## config.mk

```make
export PLATFORM = sky130hd
export DESIGN_NAME = fpAdder
export DESIGN_NICKNAME = d
export VERILOG_FILES = /design/src/fpPkg.sv /design/src/fpBusIf.sv /design/src/alignment.sv /design/src/mantissaAdder.sv /design/src/normalizeRound.sv /design/src/fpAdder.sv
export SDC_FILE = /design/constraint.sdc
export NUM_CORES = 1
export LEC_CHECK = 0
export BUFFER_PORTS_ARGS = -buffer_cell sky130_fd_sc_hd__buf_2
export CORE_MARGIN = 1
export CORE_UTILIZATION = 45
export CTS_CLUSTER_DIAMETER = 120
export DETAILED_ROUTE_END_ITERATION = 10
export MAX_ROUTING_LAYER = met4
export PLACE_DENSITY = 0.75
export SYNTH_ARGS = -nofsm -noshare
export SYNTH_HDL_FRONTEND = slang
export SYNTH_HIERARCHICAL = 1
export SYNTH_SLANG_ARGS = --single-unit
export TNS_END_PERCENT = 5
```

## constraint.sdc

```tcl
create_clock -name clk -period 10.8 [get_ports clk]
set_clock_uncertainty 0.2 [all_clocks]
set_input_delay 1.08 -clock clk [delete_from_list [all_inputs] [get_ports clk]]
set_output_delay 1.08 -clock clk [all_outputs]
set_load 0.01 [all_outputs]
```

## src/fpPkg.sv

```systemverilog
// Single-precision widths, special constants and the float word type shared by the adder stages
package fpPkg;

    localparam int WORD_W = 32;                  // Whole IEEE-754 single word
    localparam int EXP_W  = 8;                   // Biased exponent field
    localparam int MAN_W  = 23;                  // Stored fraction without the hidden one
    localparam int EXT_W  = MAN_W + 1;           // Fraction with the hidden one restored

    // Sum between stages holds carry, magnitude, guard, round and sticky
    localparam int SUM_W  = EXT_W + 4;

    // All-ones exponent marks infinity or NaN
    localparam logic [EXP_W-1:0] EXP_MAX = '1;

    localparam logic [WORD_W-1:0] QNAN = 32'h7FC0_0000;    // Canonical quiet NaN

    typedef struct packed {
        logic             sign;
        logic [EXP_W-1:0] exponent;
        logic [MAN_W-1:0] fraction;
    } fpFields;

    // One word read either raw or as its decoded fields
    typedef union packed {
        logic [WORD_W-1:0] bits;
        fpFields           f;
    } fpWord;

endpackage

```

## src/fpBusIf.sv

```systemverilog
// Interfaces that carry one addition from alignment to the adder and on to normalization
`timescale 1ns/100ps

// Stage one results, every signal comes from a register
interface alignBus;
    logic                    valid;
    logic                    signA;
    logic                    signB;
    logic [fpPkg::EXP_W-1:0] exponentOut;         // Larger of the two exponents
    logic [fpPkg::EXT_W-1:0] alignedMantissaA;
    logic [fpPkg::EXT_W-1:0] alignedMantissaB;
    logic                    guardBit;            // Bits below the shifted operand
    logic                    roundBit;
    logic                    stickyBit;
    logic                    special;             // specialWord is the final answer
    fpPkg::fpWord            specialWord;

    modport source (output valid, signA, signB, exponentOut, alignedMantissaA,
                    alignedMantissaB, guardBit, roundBit, stickyBit, special, specialWord);
    modport sink   (input  valid, signA, signB, exponentOut, alignedMantissaA,
                    alignedMantissaB, guardBit, roundBit, stickyBit, special, specialWord);
endinterface

// Raw signed-magnitude sum, combinational from alignBus
interface sumBus;
    logic                    valid;
    logic                    sign;
    logic [fpPkg::EXP_W-1:0] exponent;
    logic [fpPkg::SUM_W-1:0] sum;                 // Carry, 24 magnitude bits, guard, round, sticky
    logic                    special;
    fpPkg::fpWord            specialWord;

    modport source (output valid, sign, exponent, sum, special, specialWord);
    modport sink   (input  valid, sign, exponent, sum, special, specialWord);
endinterface

```

## src/alignment.sv

```systemverilog
// Stage one of the adder, compares exponents, aligns the smaller operand and flags special inputs
`timescale 1ns/100ps

module alignment
(
    input  logic         clk,
    input  logic         arstN,
    input  logic         inValid,
    input  fpPkg::fpWord opA,
    input  fpPkg::fpWord opB,
    alignBus.source      bus
);

    localparam int ALN_W = fpPkg::EXT_W + 2;     // Hidden one, fraction, guard and round slots

    logic                    nanA, nanB;
    logic                    infA, infB;
    logic                    aLarger;
    logic [fpPkg::EXP_W-1:0] expDiff;
    logic [fpPkg::EXP_W-1:0] expOut;
    logic [ALN_W-1:0]        extA, extB;
    logic [ALN_W-1:0]        shiftIn, shifted;
    logic [ALN_W-1:0]        stickyMask;
    logic [fpPkg::EXT_W-1:0] mantA, mantB;
    logic                    guardBit, roundBit, stickyBit;
    logic                    special;
    fpPkg::fpWord            specialWord;

    always_comb
    begin
        nanA = (opA.f.exponent == fpPkg::EXP_MAX) && (opA.f.fraction != '0);
        nanB = (opB.f.exponent == fpPkg::EXP_MAX) && (opB.f.fraction != '0);
        infA = (opA.f.exponent == fpPkg::EXP_MAX) && (opA.f.fraction == '0);
        infB = (opB.f.exponent == fpPkg::EXP_MAX) && (opB.f.fraction == '0);

        // Exponent zero flushes the whole operand, denormal fraction included
        extA = (opA.f.exponent == '0) ? '0 : {1'b1, opA.f.fraction, 2'b00};
        extB = (opB.f.exponent == '0) ? '0 : {1'b1, opB.f.fraction, 2'b00};

        aLarger = (opA.f.exponent >= opB.f.exponent);
        expOut  = aLarger ? opA.f.exponent : opB.f.exponent;
        expDiff = aLarger ? (opA.f.exponent - opB.f.exponent)
                          : (opB.f.exponent - opA.f.exponent);

        // Smaller operand moves right by the exponent difference
        shiftIn = aLarger ? extB : extA;
        shifted = shiftIn >> expDiff;

        if (expDiff > 8'(ALN_W))
            stickyMask = '1;                     // Everything falls past round
        else
            stickyMask = (ALN_W'(1) << expDiff) - ALN_W'(1);

        stickyBit = |(shiftIn & stickyMask);
        guardBit  = shifted[1];
        roundBit  = shifted[0];
        mantA     = aLarger ? extA[ALN_W-1:2] : shifted[ALN_W-1:2];
        mantB     = aLarger ? shifted[ALN_W-1:2] : extB[ALN_W-1:2];

        special          = 1'b0;
        specialWord.bits = '0;
        if (opA.f.exponent == fpPkg::EXP_MAX || opB.f.exponent == fpPkg::EXP_MAX)
        begin
            special = 1'b1;
            // Any NaN or inf minus inf is invalid
            if (nanA || nanB || (infA && infB && (opA.f.sign != opB.f.sign)))
                specialWord.bits = fpPkg::QNAN;
            else if (infA)
                specialWord = opA;
            else
                specialWord = opB;
        end
        else if (opA.f.exponent == '0 && opB.f.exponent == '0)
        begin
            special            = 1'b1;
            specialWord.f.sign = opA.f.sign & opB.f.sign;   // -0 only from two negative zeros
        end
    end

    always_ff @(posedge clk or negedge arstN)
    begin
        if (!arstN)
            bus.valid <= 1'b0;
        else
            bus.valid <= inValid;
    end

    // Payload follows a new operation only
    always_ff @(posedge clk)
    begin
        if (inValid)
        begin
            bus.signA            <= opA.f.sign;
            bus.signB            <= opB.f.sign;
            bus.exponentOut      <= expOut;
            bus.alignedMantissaA <= mantA;
            bus.alignedMantissaB <= mantB;
            bus.guardBit         <= guardBit;
            bus.roundBit         <= roundBit;
            bus.stickyBit        <= stickyBit;
            bus.special          <= special;
            bus.specialWord      <= specialWord;
        end
    end

    // Operand with the larger exponent always keeps its hidden one
    assert property (@(posedge clk) disable iff (!arstN)
        (bus.valid && !bus.special) |->
            (bus.alignedMantissaA[fpPkg::EXT_W-1] || bus.alignedMantissaB[fpPkg::EXT_W-1]))
        else $error("Aligned mantissas lost the leading one");

endmodule

```

## src/mantissaAdder.sv

```systemverilog
// Combinational signed-magnitude add or subtract of the aligned mantissas between the two stages
`timescale 1ns/100ps

module mantissaAdder
(
    alignBus.sink aBus,
    sumBus.source sBus
);

    localparam int OPD_W = fpPkg::EXT_W + 3;     // Mantissa with guard, round and sticky

    logic [2:0]              grs;
    logic                    grsOnB;
    logic [OPD_W-1:0]        opdA, opdB;
    logic                    aGreater;
    logic [OPD_W-1:0]        larger, smaller;
    logic [fpPkg::SUM_W-1:0] rawDiff;

    always_comb
    begin
        grs = {aBus.guardBit, aBus.roundBit, aBus.stickyBit};

        // Extra bits belong to the shifted operand whose top bit is clear
        grsOnB = aBus.alignedMantissaA[fpPkg::EXT_W-1];
        opdA   = {aBus.alignedMantissaA, (grsOnB ? 3'b000 : grs)};
        opdB   = {aBus.alignedMantissaB, (grsOnB ? grs : 3'b000)};

        aGreater = (opdA >= opdB);
        larger   = aGreater ? opdA : opdB;
        smaller  = aGreater ? opdB : opdA;
        rawDiff  = {1'b0, larger} - {1'b0, smaller};

        if (aBus.signA == aBus.signB)
        begin
            sBus.sum  = {1'b0, opdA} + {1'b0, opdB};    // Carry kept in the top bit
            sBus.sign = aBus.signA;
        end
        else
        begin
            sBus.sum = rawDiff;
            // Exact cancellation is +0
            if (rawDiff == '0)
                sBus.sign = 1'b0;
            else
                sBus.sign = aGreater ? aBus.signA : aBus.signB;
        end
    end

    assign sBus.valid       = aBus.valid;
    assign sBus.exponent    = aBus.exponentOut;
    assign sBus.special     = aBus.special;
    assign sBus.specialWord = aBus.specialWord;

endmodule

```

## src/normalizeRound.sv

```systemverilog
// Stage two of the adder, normalizes the raw sum, rounds to nearest even and registers the result
`timescale 1ns/100ps

module normalizeRound
(
    input  logic         clk,
    input  logic         arstN,
    sumBus.sink          bus,
    output logic         outValid,
    output fpPkg::fpWord result
);

    localparam int OPD_W = fpPkg::SUM_W - 1;     // Sum below the carry bit
    localparam int POS_W = $clog2(OPD_W);
    localparam int EXP_S = fpPkg::EXP_W + 2;     // Room for overflow and underflow

    localparam logic signed [EXP_S-1:0] EXP_TOP = $signed({2'b00, fpPkg::EXP_MAX});

    logic [POS_W-1:0]        leadPos;
    logic [POS_W-1:0]        shiftAmt;
    logic [OPD_W-1:0]        norm;
    logic [fpPkg::EXT_W-1:0] mant;
    logic                    guardBit, roundBit, stickyBit;
    logic                    roundUp;
    logic [fpPkg::EXT_W:0]   rounded;
    logic [fpPkg::EXT_W-1:0] mantFinal;
    logic signed [EXP_S-1:0] expAdj;
    logic signed [EXP_S-1:0] expFinal;
    fpPkg::fpWord            packedWord;

    always_comb
    begin
        // Highest set bit wins
        leadPos = '0;
        for (int i = 0; i < OPD_W; i++)
        begin
            if (bus.sum[i])
                leadPos = POS_W'(i);
        end
        shiftAmt = POS_W'(OPD_W - 1) - leadPos;
        norm     = bus.sum[OPD_W-1:0] << shiftAmt;

        if (bus.sum[fpPkg::SUM_W-1])
        begin
            // Carry out, one place right with the dropped bit folded into sticky
            mant      = bus.sum[fpPkg::SUM_W-1 -: fpPkg::EXT_W];
            guardBit  = bus.sum[3];
            roundBit  = bus.sum[2];
            stickyBit = bus.sum[1] | bus.sum[0];
            expAdj    = $signed({2'b00, bus.exponent}) + EXP_S'(1);
        end
        else
        begin
            mant      = norm[OPD_W-1 -: fpPkg::EXT_W];
            guardBit  = norm[2];
            roundBit  = norm[1];
            stickyBit = norm[0];
            expAdj    = $signed({2'b00, bus.exponent}) - $signed({{(EXP_S-POS_W){1'b0}}, shiftAmt});
        end

        roundUp = guardBit & (roundBit | stickyBit | mant[0]);    // Nearest, ties to even
        rounded = {1'b0, mant} + {{fpPkg::EXT_W{1'b0}}, roundUp};

        if (rounded[fpPkg::EXT_W])
        begin
            mantFinal = rounded[fpPkg::EXT_W:1];     // All ones rolled over
            expFinal  = expAdj + EXP_S'(1);
        end
        else
        begin
            mantFinal = rounded[fpPkg::EXT_W-1:0];
            expFinal  = expAdj;
        end

        packedWord.bits   = '0;
        packedWord.f.sign = bus.sign;
        if (bus.special)
            packedWord = bus.specialWord;
        else if (bus.sum == '0)
            packedWord.bits = '0;
        else if (expFinal >= EXP_TOP)
            packedWord.f.exponent = fpPkg::EXP_MAX;      // Signed infinity
        else if (expFinal > 0)
        begin
            packedWord.f.exponent = expFinal[fpPkg::EXP_W-1:0];
            packedWord.f.fraction = mantFinal[fpPkg::MAN_W-1:0];
        end
        // Underflow stays as signed zero
    end

    always_ff @(posedge clk or negedge arstN)
    begin
        if (!arstN)
            outValid <= 1'b0;
        else
            outValid <= bus.valid;
    end

    always_ff @(posedge clk)
    begin
        if (bus.valid)
            result <= packedWord;                // Held between operations
    end

    assert property (@(posedge clk) disable iff (!arstN) !$isunknown(outValid))
        else $error("outValid is unknown after reset");

endmodule

```

## src/fpAdder.sv

```systemverilog
// Top level of the two-stage single-precision adder, takes one operation on every valid cycle
`timescale 1ns/100ps

module fpAdder
(
    input  logic         clk,
    input  logic         arstN,
    input  logic         inValid,     // One operation per high cycle
    input  fpPkg::fpWord opA,
    input  fpPkg::fpWord opB,
    output logic         outValid,    // Pulses two edges after inValid is sampled
    output fpPkg::fpWord result
);

    alignBus aBus();
    sumBus   sBus();

    alignment u_alignment
    (
        .clk     (clk),
        .arstN   (arstN),
        .inValid (inValid),
        .opA     (opA),
        .opB     (opB),
        .bus     (aBus.source)
    );

    mantissaAdder u_mantissaAdder
    (
        .aBus (aBus.sink),
        .sBus (sBus.source)
    );

    normalizeRound u_normalizeRound
    (
        .clk      (clk),
        .arstN    (arstN),
        .bus      (sBus.sink),
        .outValid (outValid),
        .result   (result)
    );

endmodule

```

Yosys cells after proc, flatten, opt, wreduce, memory -nomap -nowiden --
Index checks and enable logic that the tools add are counted.
Storage, ports and cells: register bits 128, latch bits 0, bits in writable memories 0, memory bits (read-only) 0, input port bits 67, word-level logic and storage cells 124, memories kept 0
Operators by class: add/subtract/negate cells 10, $mul 0, divide/modulo/power cells 0, order comparisons 5, equal/unequal tests 4, shifts and indexed selects 3, muxes and demuxes 60, bitwise operators 7, reduce and logical (&&, ||, !) cells 20
Operators with widths (number):
- $mux W5 | 25
- $mux W26 | 4
- $mux W32 | 3
- $mux W24 | 3
- $mux W31 | 2
- $logic_not A28 Y1 | 2
- $mux W27 | 2
- $logic_not A23 Y1 | 2
- $mux W23 | 2
- $reduce_bool A23 Y1 | 2
- $add A27 B27 Y28 | 1
- $mux W28 | 1
- $sub A27 B27 Y28 | 1
- $ge A27 B27 Y1 | 1
- $shl A27 B5 Y27 | 1
- $and A26 B26 Y26 | 1
- $reduce_or A26 Y1 | 1
- $shl A1 B8 Y26 const A | 1
- $shr A26 B8 Y26 | 1
- $sub A26 B2 Y26 const B | 1
- $add A24 B1 Y25 | 1
- $mux W8 | 3
- $mux W10 | 2
- $eq A8 B8 Y1 const B | 2
- other kinds (20) | 44

Longest topological paths before layout --
depth in word-level cells 44, gate-level depth with buffers 57

Modules after synthesis --
Netlist, hierarchy kept.
Modules (own cells, without submodules):
- alignment | times used 1, cells an instance 666, area an instance 7046.8 um2, seq. area each 2847.7 um2
- normalizeRound | times used 1, cells an instance 659, area an instance 5175.0 um2, seq. area each 985.9 um2
- mantissaAdder | times used 1, cells an instance 701, area an instance 4657.0 um2, seq. area each 0.0 um2

Least setup slack after synthesis --
OpenSTA, ideal clock, no wires.
kind flip-flop to flip-flop, start point register u_alignment.bus.alignedMantissaA[23], end point register u_normalizeRound/result[13] (netlist name) (data pin), setup time 0.257 ns, data arrival time 10.118 ns, required time 10.343 ns, path slack 0.226 ns, cell stages (with the launch flop) 55, path buffers 11, period minus slack after synthesis 10.574 ns, cell sequence edfxtp_1 -> clkbuf_1 -> nand2b_1 -> inv_1 -> ha_1 -> nor4b_2 -> a311o_1 -> buf_4 -> buf_2 -> nor4_1 -> o21ai_1 -> ha_1 -> a21oi_1 -> o22ai_1 -> a21oi_1 -> o22ai_1 -> and4_1 -> nor2_1 -> (+19 left out) -> inv_1 -> fa_1 -> nor2b_1 -> o21ai_0 -> nand2b_1 -> and2_1 -> o22ai_1 -> xnor2_1 -> nor3b_1 -> nand2_1 -> xor2_1 -> a2bb2oi_1 -> a2111oi_0 -> mux2i_1 -> and4_1 -> buf_4 -> buf_6 -> a32o_1
RTL lines:
- start, declared | line fpBusIf.sv:18 | modport source (output valid, signA, signB, exponentOut, alignedMantissaA,
- start signal, assigned | line alignment.sv:96 | bus.alignedMantissaA <= mantA;
- end signal, assigned | line normalizeRound.sv:102 | result <= packedWord;
- end, declared | line normalizeRound.sv:10 | output fpPkg::fpWord result

==> impl_results.html <==
<table>
<tr><th>Metric</th><th>Value</th></tr>
<tr><th colspan="2">Timing</th></tr>
<tr><td>Worst-case hold slack</td><td>0.2238 ns</td></tr>
<tr><td>Measured slew at the worst slew-check pin</td><td>1.145 ns</td></tr>
<tr><td>Count of final max-slew check failures</td><td>0</td></tr>
<tr><td>Count of final setup violators</td><td>0</td></tr>
<tr><td>Period minus WS final</td><td>10.28 ns</td></tr>
<tr><td>Highest attainable clock frequency</td><td>97.28 MHz</td></tr>
<tr><td>Final-report hold violation count</td><td>0</td></tr>
<tr><td>Slew Limit Headroom</td><td>22.99%</td></tr>
<tr><td>Final clock period utilization by the worst path</td><td>95.18%</td></tr>
<tr><th colspan="2">Synth</th></tr>
<tr><td>Library cells used by synthesis</td><td>123</td></tr>
<tr><td>Cell type with the largest total area after synthesis</td><td>sky130_fd_sc_hd__edfxtp_1</td></tr>
<tr><td>Synth top area cells</td><td>sky130_fd_sc_hd__edfxtp_1 22%, sky130_fd_sc_hd__ha_1 5.7%, sky130_fd_sc_hd__nand2_1 4.6%</td></tr>
<tr><td>Ys Warns</td><td>6</td></tr>
<tr><td>Synthesized instance count</td><td>2026</td></tr>
<tr><td>Sequential-to-total area share from yosys stat</td><td>22.71%</td></tr>
<tr><td>Mean cell area of the mapped netlist</td><td>8.331 um^2</td></tr>
<tr><td>Area share of the leading cell type in the synthesized netlist</td><td>22.42%</td></tr>
<tr><td>Share of synthesized flip-flops with an asynchronous set or reset</td><td>1.563%</td></tr>
<tr><td>Most numerous cell in the Yosys netlist</td><td>sky130_fd_sc_hd__nand2_1</td></tr>
<tr><td>Cell Area, Synth</td><td>16880 um^2</td></tr>
<tr><td>Number of enable-type register cells in the synthesized netlist</td><td>126</td></tr>
<tr><td>Number of register bits inferred by synthesis</td><td>128</td></tr>
<tr><td>Most frequent cells after synthesis</td><td>206 x sky130_fd_sc_hd__nand2_1, 134 x sky130_fd_sc_hd__nor2_1, 126 x sky130_fd_sc_hd__edfxtp_1, 110 x sky130_fd_sc_hd__o21ai_0, 106 x sky130_fd_sc_hd__inv_1</td></tr>
<tr><td>Synth Flop Type</td><td>sky130_fd_sc_hd__edfxtp_1</td></tr>
<tr><th colspan="2">Clock network</th></tr>
<tr><td># hold bufs at CTS</td><td>0</td></tr>
<tr><td>Clock tree from TritonCTS</td><td>yes</td></tr>
<tr><td>Clk Latency, worst-skew pair</td><td>0.43 ns</td></tr>
<tr><td>Number of buffers created by CTS</td><td>17</td></tr>
<tr><td>Clock slew at the register clock pins of the worst setup and hold paths</td><td>0.06 ns</td></tr>
<tr><td>Maximum number of buffers from clock root to sink</td><td>2</td></tr>
<tr><td>Clk sink count</td><td>128</td></tr>
<tr><td>Number of levels the H-tree was split into</td><td>4</td></tr>
<tr><td>Clock root buffer master</td><td>sky130_fd_sc_hd__clkbuf_16</td></tr>
<tr><th colspan="2">Critical path</th></tr>
<tr><td>Data arrival time of the worst path</td><td>10.26 ns</td></tr>
<tr><td>Maximum fanout along the worst path</td><td>24</td></tr>
<tr><td>Worst Setup Path Type</td><td>flip-flop to flip-flop</td></tr>
<tr><td>CP required</td><td>10.78 ns</td></tr>
<tr><td>Crit path largest cell delay</td><td>0.86 ns</td></tr>
<tr><td>Library cell contributing the largest single delay on the critical path</td><td>sky130_fd_sc_hd__a2111oi_0</td></tr>
<tr><td>Most Frequent Cell on Critical Path</td><td>sky130_fd_sc_hd__buf_4</td></tr>
<tr><td>CP endpoint kind</td><td>flip-flop</td></tr>
<tr><td>Startpoint type of the worst setup path</td><td>flip-flop</td></tr>
<tr><th colspan="2">Job</th></tr>
<tr><td>Max cap viols</td><td>0</td></tr>
<tr><th colspan="2">Global route</th></tr>
<tr><td>Global Route Usage Sum</td><td>32.95%</td></tr>
<tr><td>Remaining global-route overflow</td><td>0</td></tr>
<tr><td>Global-route wire length before repair</td><td>95610 um</td></tr>
<tr><td>Largest net degree at the start of global routing</td><td>61</td></tr>
<tr><td>Vias in the first global route</td><td>16500</td></tr>
<tr><td>Initial antenna violation count</td><td>0</td></tr>
<tr><th colspan="2">Pwr</th></tr>
<tr><td>Worst IR drop on VDD</td><td>0.1873 mV</td></tr>
<tr><td>Static leakage</td><td>7.311 nW</td></tr>
<tr><td>Power Density</td><td>314.4 nW/um^2</td></tr>
<tr><td>Overall power</td><td>0.005828 W</td></tr>
<tr><th colspan="2">Die</th></tr>
<tr><td>Core region area</td><td>36790 um^2</td></tr>
<tr><td>Area enclosed by the die boundary</td><td>38290 um^2</td></tr>
<tr><td>Die width</td><td>195.7 um</td></tr>
<tr><td># IOs</td><td>100</td></tr>
<tr><td>Initial Util</td><td>45.88%</td></tr>
<tr><td>Rows</td><td>70</td></tr>
<tr><td>Die span in y</td><td>195.7 um</td></tr>
<tr><th colspan="2">Layout</th></tr>
<tr><td>FILL cells</td><td>3462</td></tr>
<tr><td>Layout Nets</td><td>2249</td></tr>
<tr><td>Share of final-layout standard cells stronger than drive strength 1</td><td>19.77%</td></tr>
<tr><td>Area Overhead vs Synth</td><td>9.837%</td></tr>
<tr><td>Layout Cells excl Fill</td><td>2583</td></tr>
<tr><td>Sequential standard cell area</td><td>3834 um^2</td></tr>
<tr><td>Total area of multi-input combinational cells</td><td>11870 um^2</td></tr>
<tr><th colspan="2">Drt</th></tr>
<tr><td>TritonRoute pass-1 iters</td><td>9</td></tr>
<tr><td>Vias per std cell</td><td>6.695</td></tr>
<tr><td>DRC</td><td>0</td></tr>
<tr><td>Number of nets with antenna violations after detailed routing</td><td>0</td></tr>
<tr><td>Detailed Route Iter0 Violations</td><td>2336</td></tr>
<tr><td>Total wirelength of the detailed-routed design</td><td>61790 um</td></tr>
<tr><td>Post-detailed-route wirelength per cell</td><td>23.92 um</td></tr>
<tr><td>Number of vias in the routed layout</td><td>17290</td></tr>
<tr><th colspan="2">Place</th></tr>
<tr><td>Placer Congestion</td><td>1.058</td></tr>
<tr><td>Post-Place Cells</td><td>2548</td></tr>
<tr><td>HPWL after DPL</td><td>48320 um</td></tr>
<tr><td>Count of buffers inserted at the top-level ports</td><td>99</td></tr>
<tr><th colspan="2">Worst hold path</th></tr>
<tr><td>Path type of the worst min-delay path</td><td>primary input to asynchronous set/reset pin</td></tr>
<tr><th colspan="2">Status</th></tr>
<tr><td>Outcome</td><td>finished, final reports clean</td></tr>
</table>
[worst max-delay path, delay by kind of cell, from the launching register on]
kind,cells,cell delay (ns)
buffers and inverters,5,1.10
and+or+nand+nor,12,2.90
xor gates and xnor gates,1,0.30
muxes,1,0.19
AOI/OAI and AO/OA,16,3.94
adders and majority gates,2,0.88
DFF,1,0.53
[routing by layer]
metal  part of all wire (%)  GRT usage, %
met1                     41         42.41
met2                     46         52.34
met3                    9.3         4.796
met4                    4.0         12.67
met5                      0             -
[cell usage in the layout (no fill, tap or decap), drive strengths merged, types with 53 or more instances in the layout]
master | netlist | routed
buf | 119 | 199
mux2i | 65 | 65
edfxtp | 126 | 126
inv | 110 | 111
nand2 | 209 | 209
a21oi | 110 | 110
nand3 | 59 | 59
nor4 | 58 | 58
o21ai | 140 | 140
nor3 | 53 | 53
ha | 77 | 77
nor2 | 137 | 137
[cells by family after synthesis]
family	share of synthesized area (%)
and+or+nand+nor	23.11
AOI/OAI and AO/OA	26.04
buffers and inverters	8.384
DFF	22.71
muxes	9.570
adders and majority gates	6.182
xor gates and xnor gates	3.973
other	0.02222
[path summary, 6_finish.rpt]
path | from | end | slack (ns) | cells past startpoint
min in group clk | u_alignment/bus.specialWord[20] | u_normalizeRound/result[20] | 0.35 | 1
worst max-delay path | u_alignment/bus.alignedMantissaA[23] | u_normalizeRound/result[22] | 0.52 | 37
worst min-delay path | arstN | u_alignment/bus.valid | 0.22 | 1
worst min register to register | u_alignment/bus.specialWord[20] | u_normalizeRound/result[20] | 0.35 | 1
worst max register to register | u_alignment/bus.alignedMantissaA[23] | u_normalizeRound/result[22] | 0.52 | 37
max in group asynchronous | arstN | u_normalizeRound/outValid | 10.08 | 1
[final cells by class]
| cell class | count | area share (%) |
|---|---|---|
| clock buffers | 20 | 2.355 |
| flip-flops and latches | 128 | 20.68 |
| inverters | 110 | 2.268 |
| well taps | 468 | 3.159 |
| diodes | 1 | 0.01350 |
| repair buffers | 199 | 6.736 |
| clock inverters | 12 | 0.7424 |
| multi-input cells | 1645 | 64.05 |
[power breakdown]
part | leakage (nW) | switching (W) | total [W] | internal (W)
Sequential | 1.24 | 0.0000502 | 0.000711 | 0.000661
Clock | 0.280 | 0.000227 | 0.000568 | 0.000341
Combinational | 5.79 | 0.00285 | 0.00455 | 0.00170
Total | 7.31 | 0.00313 | 0.00583 | 0.00270
[state kept, by name, summed over array words and instances, names as in the netlist, 8 cells and up]
name	count
u_alignment/bus.specialWord	32
u_normalizeRound/result	32
u_alignment/bus.alignedMantissaA	24
u_alignment/bus.alignedMantissaB	24
u_alignment/bus.exponentOut	8
[through the flow]
step | setup WS (ns) | util, % | setup TNS [ns] | cell area (um^2)
3_3_place_gp | 0.01433 | 48.43 | 0 | 17810
3_5_place_dp | -0.08951 | 48.43 | -0.9179 | 17810
6_report | 0.5205 | 50.40 | 0 | 18540
2_1_floorplan | 0.2256 | - | 0 | 16960
4_1_cts | 0.07734 | 49.99 | 0 | 18390
5_1_grt | -0.002110 | 50.39 | -0.004135 | 18540
[what timing repair did]
action / CTS / global route
setup endpoints to repair: 23 / 31
gates resized for setup: 1 / 27
setup buffers: 0 / 2
pin swaps: 0 / 4
(Power assumes the default switching activity.)
